[src/verilog/scan_pkg.sv]
package scan_pkg;

    // Width of one checkpoint word in the RAM and on the word streams
    localparam int WORD_W = 64;

    // Strobes and data bits driven into the emulated design's scan chains
    typedef struct packed {
        // Shift the flip-flop chain by one position
        logic ff_se;
        // Bit that enters the flip-flop chain at its far end
        logic ff_di;
        // Clear the read and write pointers of the memory chain
        logic ram_sr;
        // Step the memory chain by one bit
        logic ram_se;
        // Memory chain direction, high writes into the memories
        logic ram_sd;
        // Bit written into the memory chain
        logic ram_di;
    } scan_out_t;

    // Bits returned by the scan chains
    typedef struct packed {
        logic ff_do;
        logic ram_do;
    } scan_in_t;

    // One request on a checkpoint RAM port, read data follows a cycle later
    typedef struct packed {
        logic              en;
        logic              we;
        logic [7:0]        addr;
        logic [WORD_W-1:0] wdata;
    } mem_req_t;

    // Scan sequencer states, in the order a full scan walks through them
    typedef enum logic [3:0] {
        IDLE, DMA_START, FF_RESET, FF_SCAN, FF_PAD, RAM_RESET, RAM_PREP_1,
        RAM_PREP_2, RAM_SCAN, RAM_POST, RAM_PAD, WAIT_DMA
    } scan_state_e;

endpackage

[src/verilog/checkpoint_dma.sv]
`timescale 1ns/1ps

module checkpoint_dma import scan_pkg::*; #(
    parameter int CKPT_WORDS = 4
) (
    input  logic              host_clk,
    input  logic              host_rst,
    input  logic              i_start,
    input  logic              i_dir,
    output logic              o_idle,
    output mem_req_t          o_mem_req,
    input  logic [WORD_W-1:0] i_mem_rdata,
    output logic              o_rd_valid,
    output logic [WORD_W-1:0] o_rd_data,
    input  logic              i_rd_ready,
    input  logic              i_wr_valid,
    input  logic [WORD_W-1:0] i_wr_data,
    output logic              o_wr_ready
);

    localparam int CNT_W = $clog2(CKPT_WORDS + 1);

    logic             rd_busy;
    logic             wr_busy;
    logic [CNT_W-1:0] rd_issued;
    logic [CNT_W-1:0] rd_sent;
    logic [CNT_W-1:0] wr_cnt;
    // A read issued last cycle whose data lands in the buffer this cycle
    logic             rd_pend;
    logic [WORD_W-1:0] skid_mem [2];
    logic             skid_wp;
    logic             skid_rp;
    logic [1:0]       skid_cnt;
    logic             rd_issue;
    logic             rd_pop;
    logic             wr_xfer;

    assign o_idle = !rd_busy && !wr_busy;

    // Reads stop while the buffer plus the read in flight would fill it
    assign rd_issue = rd_busy && (rd_issued != CNT_W'(CKPT_WORDS)) &&
                      ((skid_cnt + {1'b0, rd_pend}) < 2'd2);
    assign o_rd_valid = skid_cnt != 2'd0;
    assign o_rd_data  = skid_mem[skid_rp];
    assign rd_pop     = o_rd_valid && i_rd_ready;

    // The write engine takes one word per cycle for the whole transfer
    assign o_wr_ready = wr_busy;
    assign wr_xfer    = wr_busy && i_wr_valid;

    // Only one engine runs at a time, so the port is simply shared
    always_comb begin
        o_mem_req.en    = rd_issue || wr_xfer;
        o_mem_req.we    = wr_xfer;
        o_mem_req.addr  = rd_busy ? 8'(rd_issued) : 8'(wr_cnt);
        o_mem_req.wdata = i_wr_data;
    end

    always_ff @(posedge host_clk) begin
        if (host_rst) begin
            rd_busy   <= 1'b0;
            wr_busy   <= 1'b0;
            rd_pend   <= 1'b0;
            rd_issued <= '0;
            rd_sent   <= '0;
            wr_cnt    <= '0;
            skid_wp   <= 1'b0;
            skid_rp   <= 1'b0;
            skid_cnt  <= '0;
        end else if (o_idle) begin
            if (i_start) begin
                rd_busy   <= i_dir;
                wr_busy   <= !i_dir;
                rd_issued <= '0;
                rd_sent   <= '0;
                wr_cnt    <= '0;
                skid_wp   <= 1'b0;
                skid_rp   <= 1'b0;
                skid_cnt  <= '0;
            end
        end else begin
            rd_pend <= rd_issue;
            if (rd_issue) begin
                rd_issued <= rd_issued + 1'b1;
            end
            if (rd_pend) begin
                skid_wp <= !skid_wp;
            end
            if (rd_pop) begin
                skid_rp <= !skid_rp;
                rd_sent <= rd_sent + 1'b1;
                // The read side is done once the last word has been handed on
                if (rd_sent == CNT_W'(CKPT_WORDS - 1)) begin
                    rd_busy <= 1'b0;
                end
            end
            skid_cnt <= skid_cnt + {1'b0, rd_pend} - {1'b0, rd_pop};
            if (wr_xfer) begin
                wr_cnt <= wr_cnt + 1'b1;
                if (wr_cnt == CNT_W'(CKPT_WORDS - 1)) begin
                    wr_busy <= 1'b0;
                end
            end
        end
    end

    // Read data arrives one cycle after its request
    always_ff @(posedge host_clk) begin
        if (rd_pend) begin
            skid_mem[skid_wp] <= i_mem_rdata;
        end
    end

endmodule

[src/verilog/checkpoint_ram.sv]
`timescale 1ns/1ps

module checkpoint_ram import scan_pkg::*; #(
    parameter int RAM_DEPTH = 16
) (
    input  logic              host_clk,
    input  mem_req_t          i_dma_req,
    output logic [WORD_W-1:0] o_dma_rdata,
    input  mem_req_t          i_host_req,
    output logic [WORD_W-1:0] o_host_rdata
);

    localparam int AW = (RAM_DEPTH > 1) ? $clog2(RAM_DEPTH) : 1;

    logic [WORD_W-1:0] mem [RAM_DEPTH];
    logic [AW-1:0]     dma_a;
    logic [AW-1:0]     host_a;

    // Only the low address bits select a word
    assign dma_a  = i_dma_req.addr[AW-1:0];
    assign host_a = i_host_req.addr[AW-1:0];

    always_ff @(posedge host_clk) begin
        // Host write first so that a DMA write to the same word wins
        if (i_host_req.en && i_host_req.we) begin
            mem[host_a] <= i_host_req.wdata;
        end
        if (i_dma_req.en && i_dma_req.we) begin
            mem[dma_a] <= i_dma_req.wdata;
        end
    end

    // Registered reads return the old word on a read during write
    always_ff @(posedge host_clk) begin
        if (i_dma_req.en) begin
            o_dma_rdata <= mem[dma_a];
        end
    end

    always_ff @(posedge host_clk) begin
        if (i_host_req.en) begin
            o_host_rdata <= mem[host_a];
        end
    end

endmodule

[src/verilog/scan_ctrl.sv]
`timescale 1ns/1ps

module scan_ctrl import scan_pkg::*; #(
    parameter int FF_COUNT  = 100,
    parameter int MEM_COUNT = 70
) (
    input  logic              host_clk,
    input  logic              host_rst,
    input  logic              i_start,
    input  logic              i_dir,
    output logic              o_running,
    output scan_out_t         o_scan,
    input  scan_in_t          i_scan,
    output logic              o_dma_start,
    output logic              o_dma_dir,
    input  logic              i_dma_idle,
    input  logic              i_rd_valid,
    input  logic [WORD_W-1:0] i_rd_data,
    output logic              o_rd_ready,
    output logic              o_wr_valid,
    output logic [WORD_W-1:0] o_wr_data,
    input  logic              i_wr_ready
);

    // Counters keep at least one bit so an empty chain still elaborates
    localparam int FF_CNT_W  = (FF_COUNT > 0) ? $clog2(FF_COUNT + 1) : 1;
    localparam int MEM_CNT_W = (MEM_COUNT > 0) ? $clog2(MEM_COUNT + 1) : 1;

    scan_state_e          state, state_next;
    logic                 dir_q;
    logic [FF_CNT_W-1:0]  ff_cnt;
    logic [MEM_CNT_W-1:0] ram_cnt;
    logic                 ser_clear;
    logic                 ser_valid, ser_ready, ser_bit;
    logic                 des_valid, des_ready, des_bit;
    logic                 des_valid_in;
    logic                 scan_valid;
    logic                 ff_last, ram_last;

    // Chains advance only when the bit stream can move in the active direction
    assign scan_valid = dir_q ? ser_valid : des_ready;
    assign ff_last    = scan_valid && state == FF_SCAN &&
                        ff_cnt == FF_CNT_W'(FF_COUNT - 1);
    assign ram_last   = scan_valid && state == RAM_SCAN &&
                        ram_cnt == MEM_CNT_W'(MEM_COUNT - 1);

    always_ff @(posedge host_clk) begin
        if (host_rst) begin
            state <= IDLE;
            dir_q <= 1'b0;
        end else begin
            state <= state_next;
            // Direction is held for the whole run
            if (state == IDLE && i_start) begin
                dir_q <= i_dir;
            end
        end
    end

    always_comb begin
        state_next = state;
        unique case (state)
            IDLE:       if (i_start) state_next = DMA_START;
            DMA_START:  state_next = FF_RESET;
            FF_RESET:   state_next = (FF_COUNT == 0) ? RAM_RESET : FF_SCAN;
            FF_SCAN: begin
                if (ff_last) begin
                    // Scan-out pads the last partial word with zeros
                    if (dir_q || FF_COUNT % WORD_W == 0) state_next = RAM_RESET;
                    else state_next = FF_PAD;
                end
            end
            FF_PAD:     if (des_valid) state_next = RAM_RESET;
            RAM_RESET: begin
                if (MEM_COUNT == 0) state_next = WAIT_DMA;
                else if (dir_q) state_next = RAM_SCAN;
                else state_next = RAM_PREP_1;
            end
            RAM_PREP_1: state_next = RAM_PREP_2;
            RAM_PREP_2: state_next = RAM_SCAN;
            RAM_SCAN: begin
                if (ram_last) begin
                    if (dir_q) state_next = RAM_POST;
                    else if (MEM_COUNT % WORD_W == 0) state_next = WAIT_DMA;
                    else state_next = RAM_PAD;
                end
            end
            RAM_POST:   state_next = WAIT_DMA;
            RAM_PAD:    if (des_valid) state_next = WAIT_DMA;
            WAIT_DMA:   if (i_dma_idle) state_next = IDLE;
            default:    state_next = IDLE;
        endcase
    end

    // Chain counters restart in their reset states and count accepted bits
    always_ff @(posedge host_clk) begin
        if (host_rst || state == FF_RESET) begin
            ff_cnt <= '0;
        end else if (scan_valid && state == FF_SCAN) begin
            ff_cnt <= ff_cnt + 1'b1;
        end
    end

    always_ff @(posedge host_clk) begin
        if (host_rst || state == RAM_RESET) begin
            ram_cnt <= '0;
        end else if (scan_valid && state == RAM_SCAN) begin
            ram_cnt <= ram_cnt + 1'b1;
        end
    end

    assign o_running   = state != IDLE;
    assign o_dma_start = state == DMA_START;
    assign o_dma_dir   = dir_q;

    // Leftover bits of a chain region are dropped at each chain reset
    assign ser_clear = state == FF_RESET || state == RAM_RESET;

    // Scan-in keeps draining bits after the last chain so the DMA can finish
    assign ser_ready = dir_q && (state == FF_SCAN || state == RAM_SCAN ||
                                 state == WAIT_DMA);

    // Scan-out feeds chain bits and then zero padding into the deserializer
    assign des_valid_in = !dir_q && (state == FF_SCAN || state == FF_PAD ||
                                     state == RAM_SCAN || state == RAM_PAD);
    assign des_bit      = (state == FF_SCAN)  ? i_scan.ff_do :
                          (state == RAM_SCAN) ? i_scan.ram_do : 1'b0;

    always_comb begin
        o_scan.ff_se  = scan_valid && state == FF_SCAN;
        // Scan-in loads the serial bit while scan-out feeds the chain its own output
        o_scan.ff_di  = scan_valid && state == FF_SCAN &&
                        (dir_q ? ser_bit : i_scan.ff_do);
        o_scan.ram_sr = state == RAM_RESET;
        // Two read steps prime the memory chain and one write step flushes it
        o_scan.ram_se = (scan_valid && state == RAM_SCAN) || state == RAM_PREP_1 ||
                        state == RAM_PREP_2 || state == RAM_POST;
        o_scan.ram_sd = dir_q && state != IDLE;
        o_scan.ram_di = dir_q && scan_valid && state == RAM_SCAN && ser_bit;
    end

    word_serializer u_ser (
        .host_clk (host_clk),
        .host_rst (host_rst),
        .i_clear  (ser_clear),
        .i_valid  (i_rd_valid),
        .i_data   (i_rd_data),
        .o_ready  (o_rd_ready),
        .o_valid  (ser_valid),
        .o_data   (ser_bit),
        .i_ready  (ser_ready)
    );

    word_deserializer u_des (
        .host_clk (host_clk),
        .host_rst (host_rst),
        .i_clear  (ser_clear),
        .i_valid  (des_valid_in),
        .i_data   (des_bit),
        .o_ready  (des_ready),
        .o_valid  (des_valid),
        .o_data   (o_wr_data),
        .i_ready  (i_wr_ready)
    );

    // Finished words go straight to the DMA write engine
    assign o_wr_valid = des_valid;

endmodule

[src/verilog/scan_subsystem_top.sv]
`timescale 1ns/1ps

module scan_subsystem_top import scan_pkg::*; #(
    parameter int FF_COUNT  = 100,
    parameter int MEM_COUNT = 70,
    parameter int RAM_DEPTH = 16
) (
    input  logic              host_clk,
    input  logic              host_rst,
    input  logic              i_scan_start,
    input  logic              i_scan_dir,
    output logic              o_scan_running,
    output scan_out_t         o_scan,
    input  scan_in_t          i_scan,
    input  mem_req_t          i_host_req,
    output logic [WORD_W-1:0] o_host_rdata
);

    // Each chain starts on a fresh word, so both lengths round up separately
    localparam int CKPT_WORDS = (FF_COUNT + WORD_W - 1) / WORD_W +
                                (MEM_COUNT + WORD_W - 1) / WORD_W;

    logic              dma_start, dma_dir, dma_idle;
    mem_req_t          dma_req;
    logic [WORD_W-1:0] dma_rdata;
    logic              rd_valid, rd_ready;
    logic [WORD_W-1:0] rd_data;
    logic              wr_valid, wr_ready;
    logic [WORD_W-1:0] wr_data;

    scan_ctrl #(
        .FF_COUNT  (FF_COUNT),
        .MEM_COUNT (MEM_COUNT)
    ) u_ctrl (
        .host_clk    (host_clk),
        .host_rst    (host_rst),
        .i_start     (i_scan_start),
        .i_dir       (i_scan_dir),
        .o_running   (o_scan_running),
        .o_scan      (o_scan),
        .i_scan      (i_scan),
        .o_dma_start (dma_start),
        .o_dma_dir   (dma_dir),
        .i_dma_idle  (dma_idle),
        .i_rd_valid  (rd_valid),
        .i_rd_data   (rd_data),
        .o_rd_ready  (rd_ready),
        .o_wr_valid  (wr_valid),
        .o_wr_data   (wr_data),
        .i_wr_ready  (wr_ready)
    );

    checkpoint_dma #(
        .CKPT_WORDS (CKPT_WORDS)
    ) u_dma (
        .host_clk    (host_clk),
        .host_rst    (host_rst),
        .i_start     (dma_start),
        .i_dir       (dma_dir),
        .o_idle      (dma_idle),
        .o_mem_req   (dma_req),
        .i_mem_rdata (dma_rdata),
        .o_rd_valid  (rd_valid),
        .o_rd_data   (rd_data),
        .i_rd_ready  (rd_ready),
        .i_wr_valid  (wr_valid),
        .i_wr_data   (wr_data),
        .o_wr_ready  (wr_ready)
    );

    checkpoint_ram #(
        .RAM_DEPTH (RAM_DEPTH)
    ) u_ram (
        .host_clk     (host_clk),
        .i_dma_req    (dma_req),
        .o_dma_rdata  (dma_rdata),
        .i_host_req   (i_host_req),
        .o_host_rdata (o_host_rdata)
    );

endmodule

[src/verilog/word_deserializer.sv]
`timescale 1ns/1ps

module word_deserializer import scan_pkg::*; (
    input  logic              host_clk,
    input  logic              host_rst,
    input  logic              i_clear,
    input  logic              i_valid,
    input  logic              i_data,
    output logic              o_ready,
    output logic              o_valid,
    output logic [WORD_W-1:0] o_data,
    input  logic              i_ready
);

    logic [WORD_W-1:0]         word_q;
    logic [$clog2(WORD_W)-1:0] cnt_q;
    logic                      full_q;
    logic                      bit_xfer;

    // New bits are refused while a finished word waits downstream
    assign o_ready  = !full_q;
    assign o_valid  = full_q;
    assign o_data   = word_q;
    assign bit_xfer = i_valid && !full_q;

    always_ff @(posedge host_clk) begin
        if (host_rst || i_clear) begin
            full_q <= 1'b0;
            cnt_q  <= '0;
        end else if (full_q) begin
            if (i_ready) begin
                full_q <= 1'b0;
            end
        end else if (bit_xfer) begin
            // Counter wraps to zero on the last bit of the word
            cnt_q <= cnt_q + 1'b1;
            if (cnt_q == $clog2(WORD_W)'(WORD_W - 1)) begin
                full_q <= 1'b1;
            end
        end
    end

    // Bits enter at the top so that the first one ends up in bit 0
    always_ff @(posedge host_clk) begin
        if (bit_xfer) begin
            word_q <= {i_data, word_q[WORD_W-1:1]};
        end
    end

endmodule

[src/verilog/word_serializer.sv]
`timescale 1ns/1ps

module word_serializer import scan_pkg::*; (
    input  logic              host_clk,
    input  logic              host_rst,
    input  logic              i_clear,
    input  logic              i_valid,
    input  logic [WORD_W-1:0] i_data,
    output logic              o_ready,
    output logic              o_valid,
    output logic              o_data,
    input  logic              i_ready
);

    logic [WORD_W-1:0]         word_q;
    logic [$clog2(WORD_W)-1:0] idx_q;
    logic                      full_q;

    // A new word is only taken once the held one has gone out completely
    // No word is taken on a clear cycle since the clear would drop it
    assign o_ready = !full_q && !i_clear;
    assign o_valid = full_q;
    // Least significant bit leaves first
    assign o_data  = word_q[idx_q];

    always_ff @(posedge host_clk) begin
        if (host_rst || i_clear) begin
            full_q <= 1'b0;
            idx_q  <= '0;
        end else if (!full_q && i_valid) begin
            full_q <= 1'b1;
            idx_q  <= '0;
        end else if (full_q && i_ready) begin
            // The word is released when its top bit transfers
            if (idx_q == $clog2(WORD_W)'(WORD_W - 1)) begin
                full_q <= 1'b0;
            end
            idx_q <= idx_q + 1'b1;
        end
    end

    // Word payload is only read while full_q is set
    always_ff @(posedge host_clk) begin
        if (!full_q && i_valid) begin
            word_q <= i_data;
        end
    end

endmodule
[config.mk]
export PLATFORM = sky130hd
export DESIGN_NAME = scan_subsystem_top
export DESIGN_NICKNAME = d
export VERILOG_FILES = /design/src/verilog/scan_pkg.sv /design/src/verilog/checkpoint_dma.sv /design/src/verilog/checkpoint_ram.sv /design/src/verilog/scan_ctrl.sv /design/src/verilog/scan_subsystem_top.sv /design/src/verilog/word_deserializer.sv /design/src/verilog/word_serializer.sv
export SDC_FILE = /design/constraint.sdc
export NUM_CORES = 2
export LEC_CHECK = 0
export BUFFER_PORTS_ARGS = -buffer_cell sky130_fd_sc_hd__buf_4
export CAP_MARGIN = 30
export CORE_MARGIN = 2
export CORE_UTILIZATION = 35
export DETAILED_ROUTE_END_ITERATION = 6
export PLACE_DENSITY = 0.54
export REMOVE_ABC_BUFFERS = 1
export SLEW_MARGIN = 30
export SYNTH_ARGS = -nofsm -noshare
export SYNTH_HDL_FRONTEND = slang
export SYNTH_HIERARCHICAL = 1
export SYNTH_SLANG_ARGS = --single-unit
[constraint.sdc]
create_clock -name host_clk -period 9.31 [get_ports host_clk]
set_clock_uncertainty 0.1 [all_clocks]
set_input_delay 0.931 -clock host_clk [delete_from_list [all_inputs] [get_ports host_clk]]
set_output_delay 0.931 -clock host_clk [all_outputs]
set_load 0.02 [all_outputs]
==> Flow_metrics.wiki <==
{| class="wikitable"
! Metric !! Value
|-
| Power density over the cells || 183 nW/µm²
|-
| Maximum vdd drop || 0.185 mV
|-
| Static power due to leakage || 26.0 nW
|-
| Tcrit/Tclk final || 55.5%
|-
| Rel. slew slack || -547%
|-
| Status || complete, but fails checks
|-
| Starting density of the core || 35.2%
|-
| Last weighted congestion value of the routability-driven placer || 0.754
|-
| Average wire per standard cell || 32.4 µm
|-
| Total standard cell area after synthesis || 74600 µm²
|-
| Die ar. || 217000 µm²
|-
| Sinks on the clock net || 1458
|-
| Proportion of layout cells with a drive suffix above 1 || 46.8%
|-
| TritonCTS clock tree || yes
|-
| Crit-path max cell delay || 0.85 ns
|-
| Remaining antenna violation count after routing || 0
|-
| Final count of negative-setup-slack endpoints || 0
|-
| Syn Inst Count || 4307
|-
| Clock latency on the worst-skew pair || 0.82 ns
|-
| Crit path time final || 5.17 ns
|-
| Vertical extent of the die || 466 µm
|-
| Max Root-Sink Buffers || 3
|-
| Critical path class || reg2reg
|-
| Crit path buffers/inverters || 2
|-
| Pre-Repair DR Iteration Count || 5
|-
| Cell family with most CP delay || buffers and inverters
|-
| Critical Path Start Type || flop
|-
| Fin worst setup slack || 4.14 ns
|-
| Avg Cell Area, Syn || 17.3 µm²
|-
| Post-synthesis to final-layout area growth || 11.7%
|-
| Highest fanout seen on the critical path || 83
|-
| Violations in the final reports || slew limit
|-
| Total count of hold-check failures in the final report || 0
|-
| Largest net degree at the start of global routing || 127
|-
| GRT Residual Overflow || 0
|-
| WHS || 0.283 ns
|-
| Unrepaired setup endpoints after global routing || false
|-
| Post-CTS repair timing setup buffer count || 0
|-
| CP Data Required Time || 9.64 ns
|-
| Root buf cell || sky130_fd_sc_hd__clkbuf_16
|-
| Std cell rows || 169
|-
| Routed via count || 41761
|-
| Most repeated library cell on the critical path || sky130_fd_sc_hd__buf_4
|-
| Hold_buf cts || 0
|-
| Core area || 212000 µm²
|-
| Timing-limited maximum frequency || 194 MHz
|-
| Yosys warns || 6
|-
| Post-detailed-route via-to-cell ratio || 5.82
|-
| Sum of routed wire length over all layers || 232 mm
|-
| TritonCTS Buffers || 167
|-
| Net count, final || 4303
|-
| Clock Pin Slew Worst Setup and Hold Paths || 0.06 ns
|-
| Cell-by-cell listing of the critical path || mux2_8, nand2b_1, nand2b_4, o21ai_4, buf_4, buf_4
|-
| Min-delay worst type || in2reg
|-
| Chip width || 466 µm
|-
| Post_cts resized || 0
|-
| Number of primary I/O pins || 151
|-
| Number of H-tree levels || 4
|-
| Worst setup slack after placement || 4.02 ns
|-
| Slew at the pin closest to its max-slew limit || 9.68 ns
|-
| Antenna violations before repair || 15
|-
| PortBufs || 146
|-
| Wire length of the first global-routing pass || 327 mm
|-
| Number of DRC violations after detailed routing || 0
|-
| Worst-path cell with the longest stage delay || sky130_fd_sc_hd__buf_4
|-
| Total routing resource utilization after global routing || 21.2%
|-
| Critical path data arrival time || 5.49 ns
|-
| Max Transition Viols Final || 652
|-
| Starting DRT DRC Count || 4073
|-
| Reported max-cap violation count || 0
|-
| Vias in the first global route || 42597
|-
| DP Wirelength || 120 mm
|-
| Nature of the critical path endpoint || flop
|}
## metrics by stage
step / utilization (%) / cells / total power, W / TNS (ns) / instance area, µm²
after floorplan: - / 3803 / 0.00836 / -1063.28 / 72100
after global placement: 36.7 / 6854 / 0.00895 / 0 / 77800
after detailed placement: 36.8 / 6860 / 0.00896 / 0 / 78000
after CTS: 39.3 / 7167 / 0.0154 / 0 / 83200
after global routing: 39.3 / 7171 / 0.0157 / 0 / 83300
final: 39.3 / 7173 / 0.0152 / 0 / 83300
## placed cells by master (no fill, tap or decap), types with 7 or more instances in the layout
cell type	n
sky130_fd_sc_hd__a21oi_1	30
sky130_fd_sc_hd__a22oi_1	256
sky130_fd_sc_hd__buf_12	7
sky130_fd_sc_hd__buf_4	218
sky130_fd_sc_hd__bufinv_16	9
sky130_fd_sc_hd__clkbuf_1	53
sky130_fd_sc_hd__clkbuf_16	168
sky130_fd_sc_hd__clkinv_1	27
sky130_fd_sc_hd__clkinv_2	24
sky130_fd_sc_hd__dfxtp_1	48
sky130_fd_sc_hd__edfxtp_1	1408
sky130_fd_sc_hd__ha_1	13
sky130_fd_sc_hd__inv_1	15
sky130_fd_sc_hd__mux2_1	114
sky130_fd_sc_hd__mux2_2	976
sky130_fd_sc_hd__mux4_2	525
sky130_fd_sc_hd__nand2_1	163
sky130_fd_sc_hd__nand2b_1	8
sky130_fd_sc_hd__nand3_1	22
sky130_fd_sc_hd__nor2_1	31
sky130_fd_sc_hd__o21ai_0	11
sky130_fd_sc_hd__o22ai_4	9
sky130_fd_sc_hd__or2_1	7
sky130_fd_sc_hd__or3_1	8
sky130_fd_sc_hd__xnor2_1	7
sky130_fd_sc_hd__xor2_1	12
## path summary, 6_finish.rpt
kind                             start  depth (start not counted)                    to  slack (ns)
setup / recovery         u_dma/rd_busy                          6      u_ram/mem[2][21]        4.14
hold reg to reg   u_ram/o_dma_rdata[0]                          0  u_dma/skid_mem[1][0]        0.33
hold / removal              i_scan_dir                          3      u_ctrl/o_dma_dir        0.28
setup reg to reg         u_dma/rd_busy                          6      u_ram/mem[2][21]        4.14
## routing by layer
layer	GRT usage (%)	wire length, µm
met5	0.615	276
met1	29.1	98800
met2	34.7	112000
met3	3.77	16100
met4	5.19	5040
## sequential cells by signal, indices dropped and copies added (netlist names), named ones only
| signal | flops |
|---|---|
| u_dma/rd_busy | 1 |
| u_ctrl/u_ser/idx_q | 6 |
| u_dma/rd_issued | 3 |
| u_dma/skid_rp | 1 |
| u_ram/mem | 1024 |
| u_ram/o_dma_rdata | 64 |
| u_dma/rd_sent | 3 |
| u_dma/skid_wp | 1 |
| u_ram/o_host_rdata | 64 |
| u_dma/wr_cnt | 3 |
| u_ctrl/u_des/o_data | 64 |
| u_ctrl/state | 4 |
| u_ctrl/ff_cnt | 7 |
| u_dma/rd_pend | 1 |
| u_ctrl/ram_cnt | 7 |
| u_ctrl/u_des/o_valid | 1 |
| u_ctrl/u_des/cnt_q | 6 |
| u_dma/skid_mem | 128 |
| u_ctrl/o_dma_dir | 1 |
| u_dma/skid_cnt | 2 |
| u_dma/o_wr_ready | 1 |
| u_ctrl/u_ser/word_q | 64 |
| u_ctrl/u_ser/o_valid | 1 |
## worst reg2reg max path, cell delays in order, from the launching register on
cell and delay [ns]:
sky130_fd_sc_hd__dfxtp_1 0.68, sky130_fd_sc_hd__mux2_8 0.85, sky130_fd_sc_hd__nand2b_1 0.60, sky130_fd_sc_hd__nand2b_4 0.68
sky130_fd_sc_hd__o21ai_4 0.44, sky130_fd_sc_hd__buf_4 0.49, sky130_fd_sc_hd__buf_4 0.87
## where the power goes
group	leakage (nW)	total, W	internal [W]	switching (W)
Sequential	13.2	0.00773	0.00741	0.000324
Clock	2.54	0.00639	0.00362	0.00276
Combinational	10.3	0.00112	0.000474	0.000642
## area by class of cell
class / count / area (µm²)
Inverter: 16 / 60.1
Sequential cell: 1458 / 43300
Multi-Input combinational cell: 2329 / 29100
Fill cell: 19410 / 129000
Tap cell: 2821 / 3530
Clock inverter: 83 / 771
Clock buffer: 224 / 4440
Antenna cell: 4 / 10.0
Timing Repair Buffer: 238 / 2030
No activity file was read; power rests on OpenSTA's default activity.
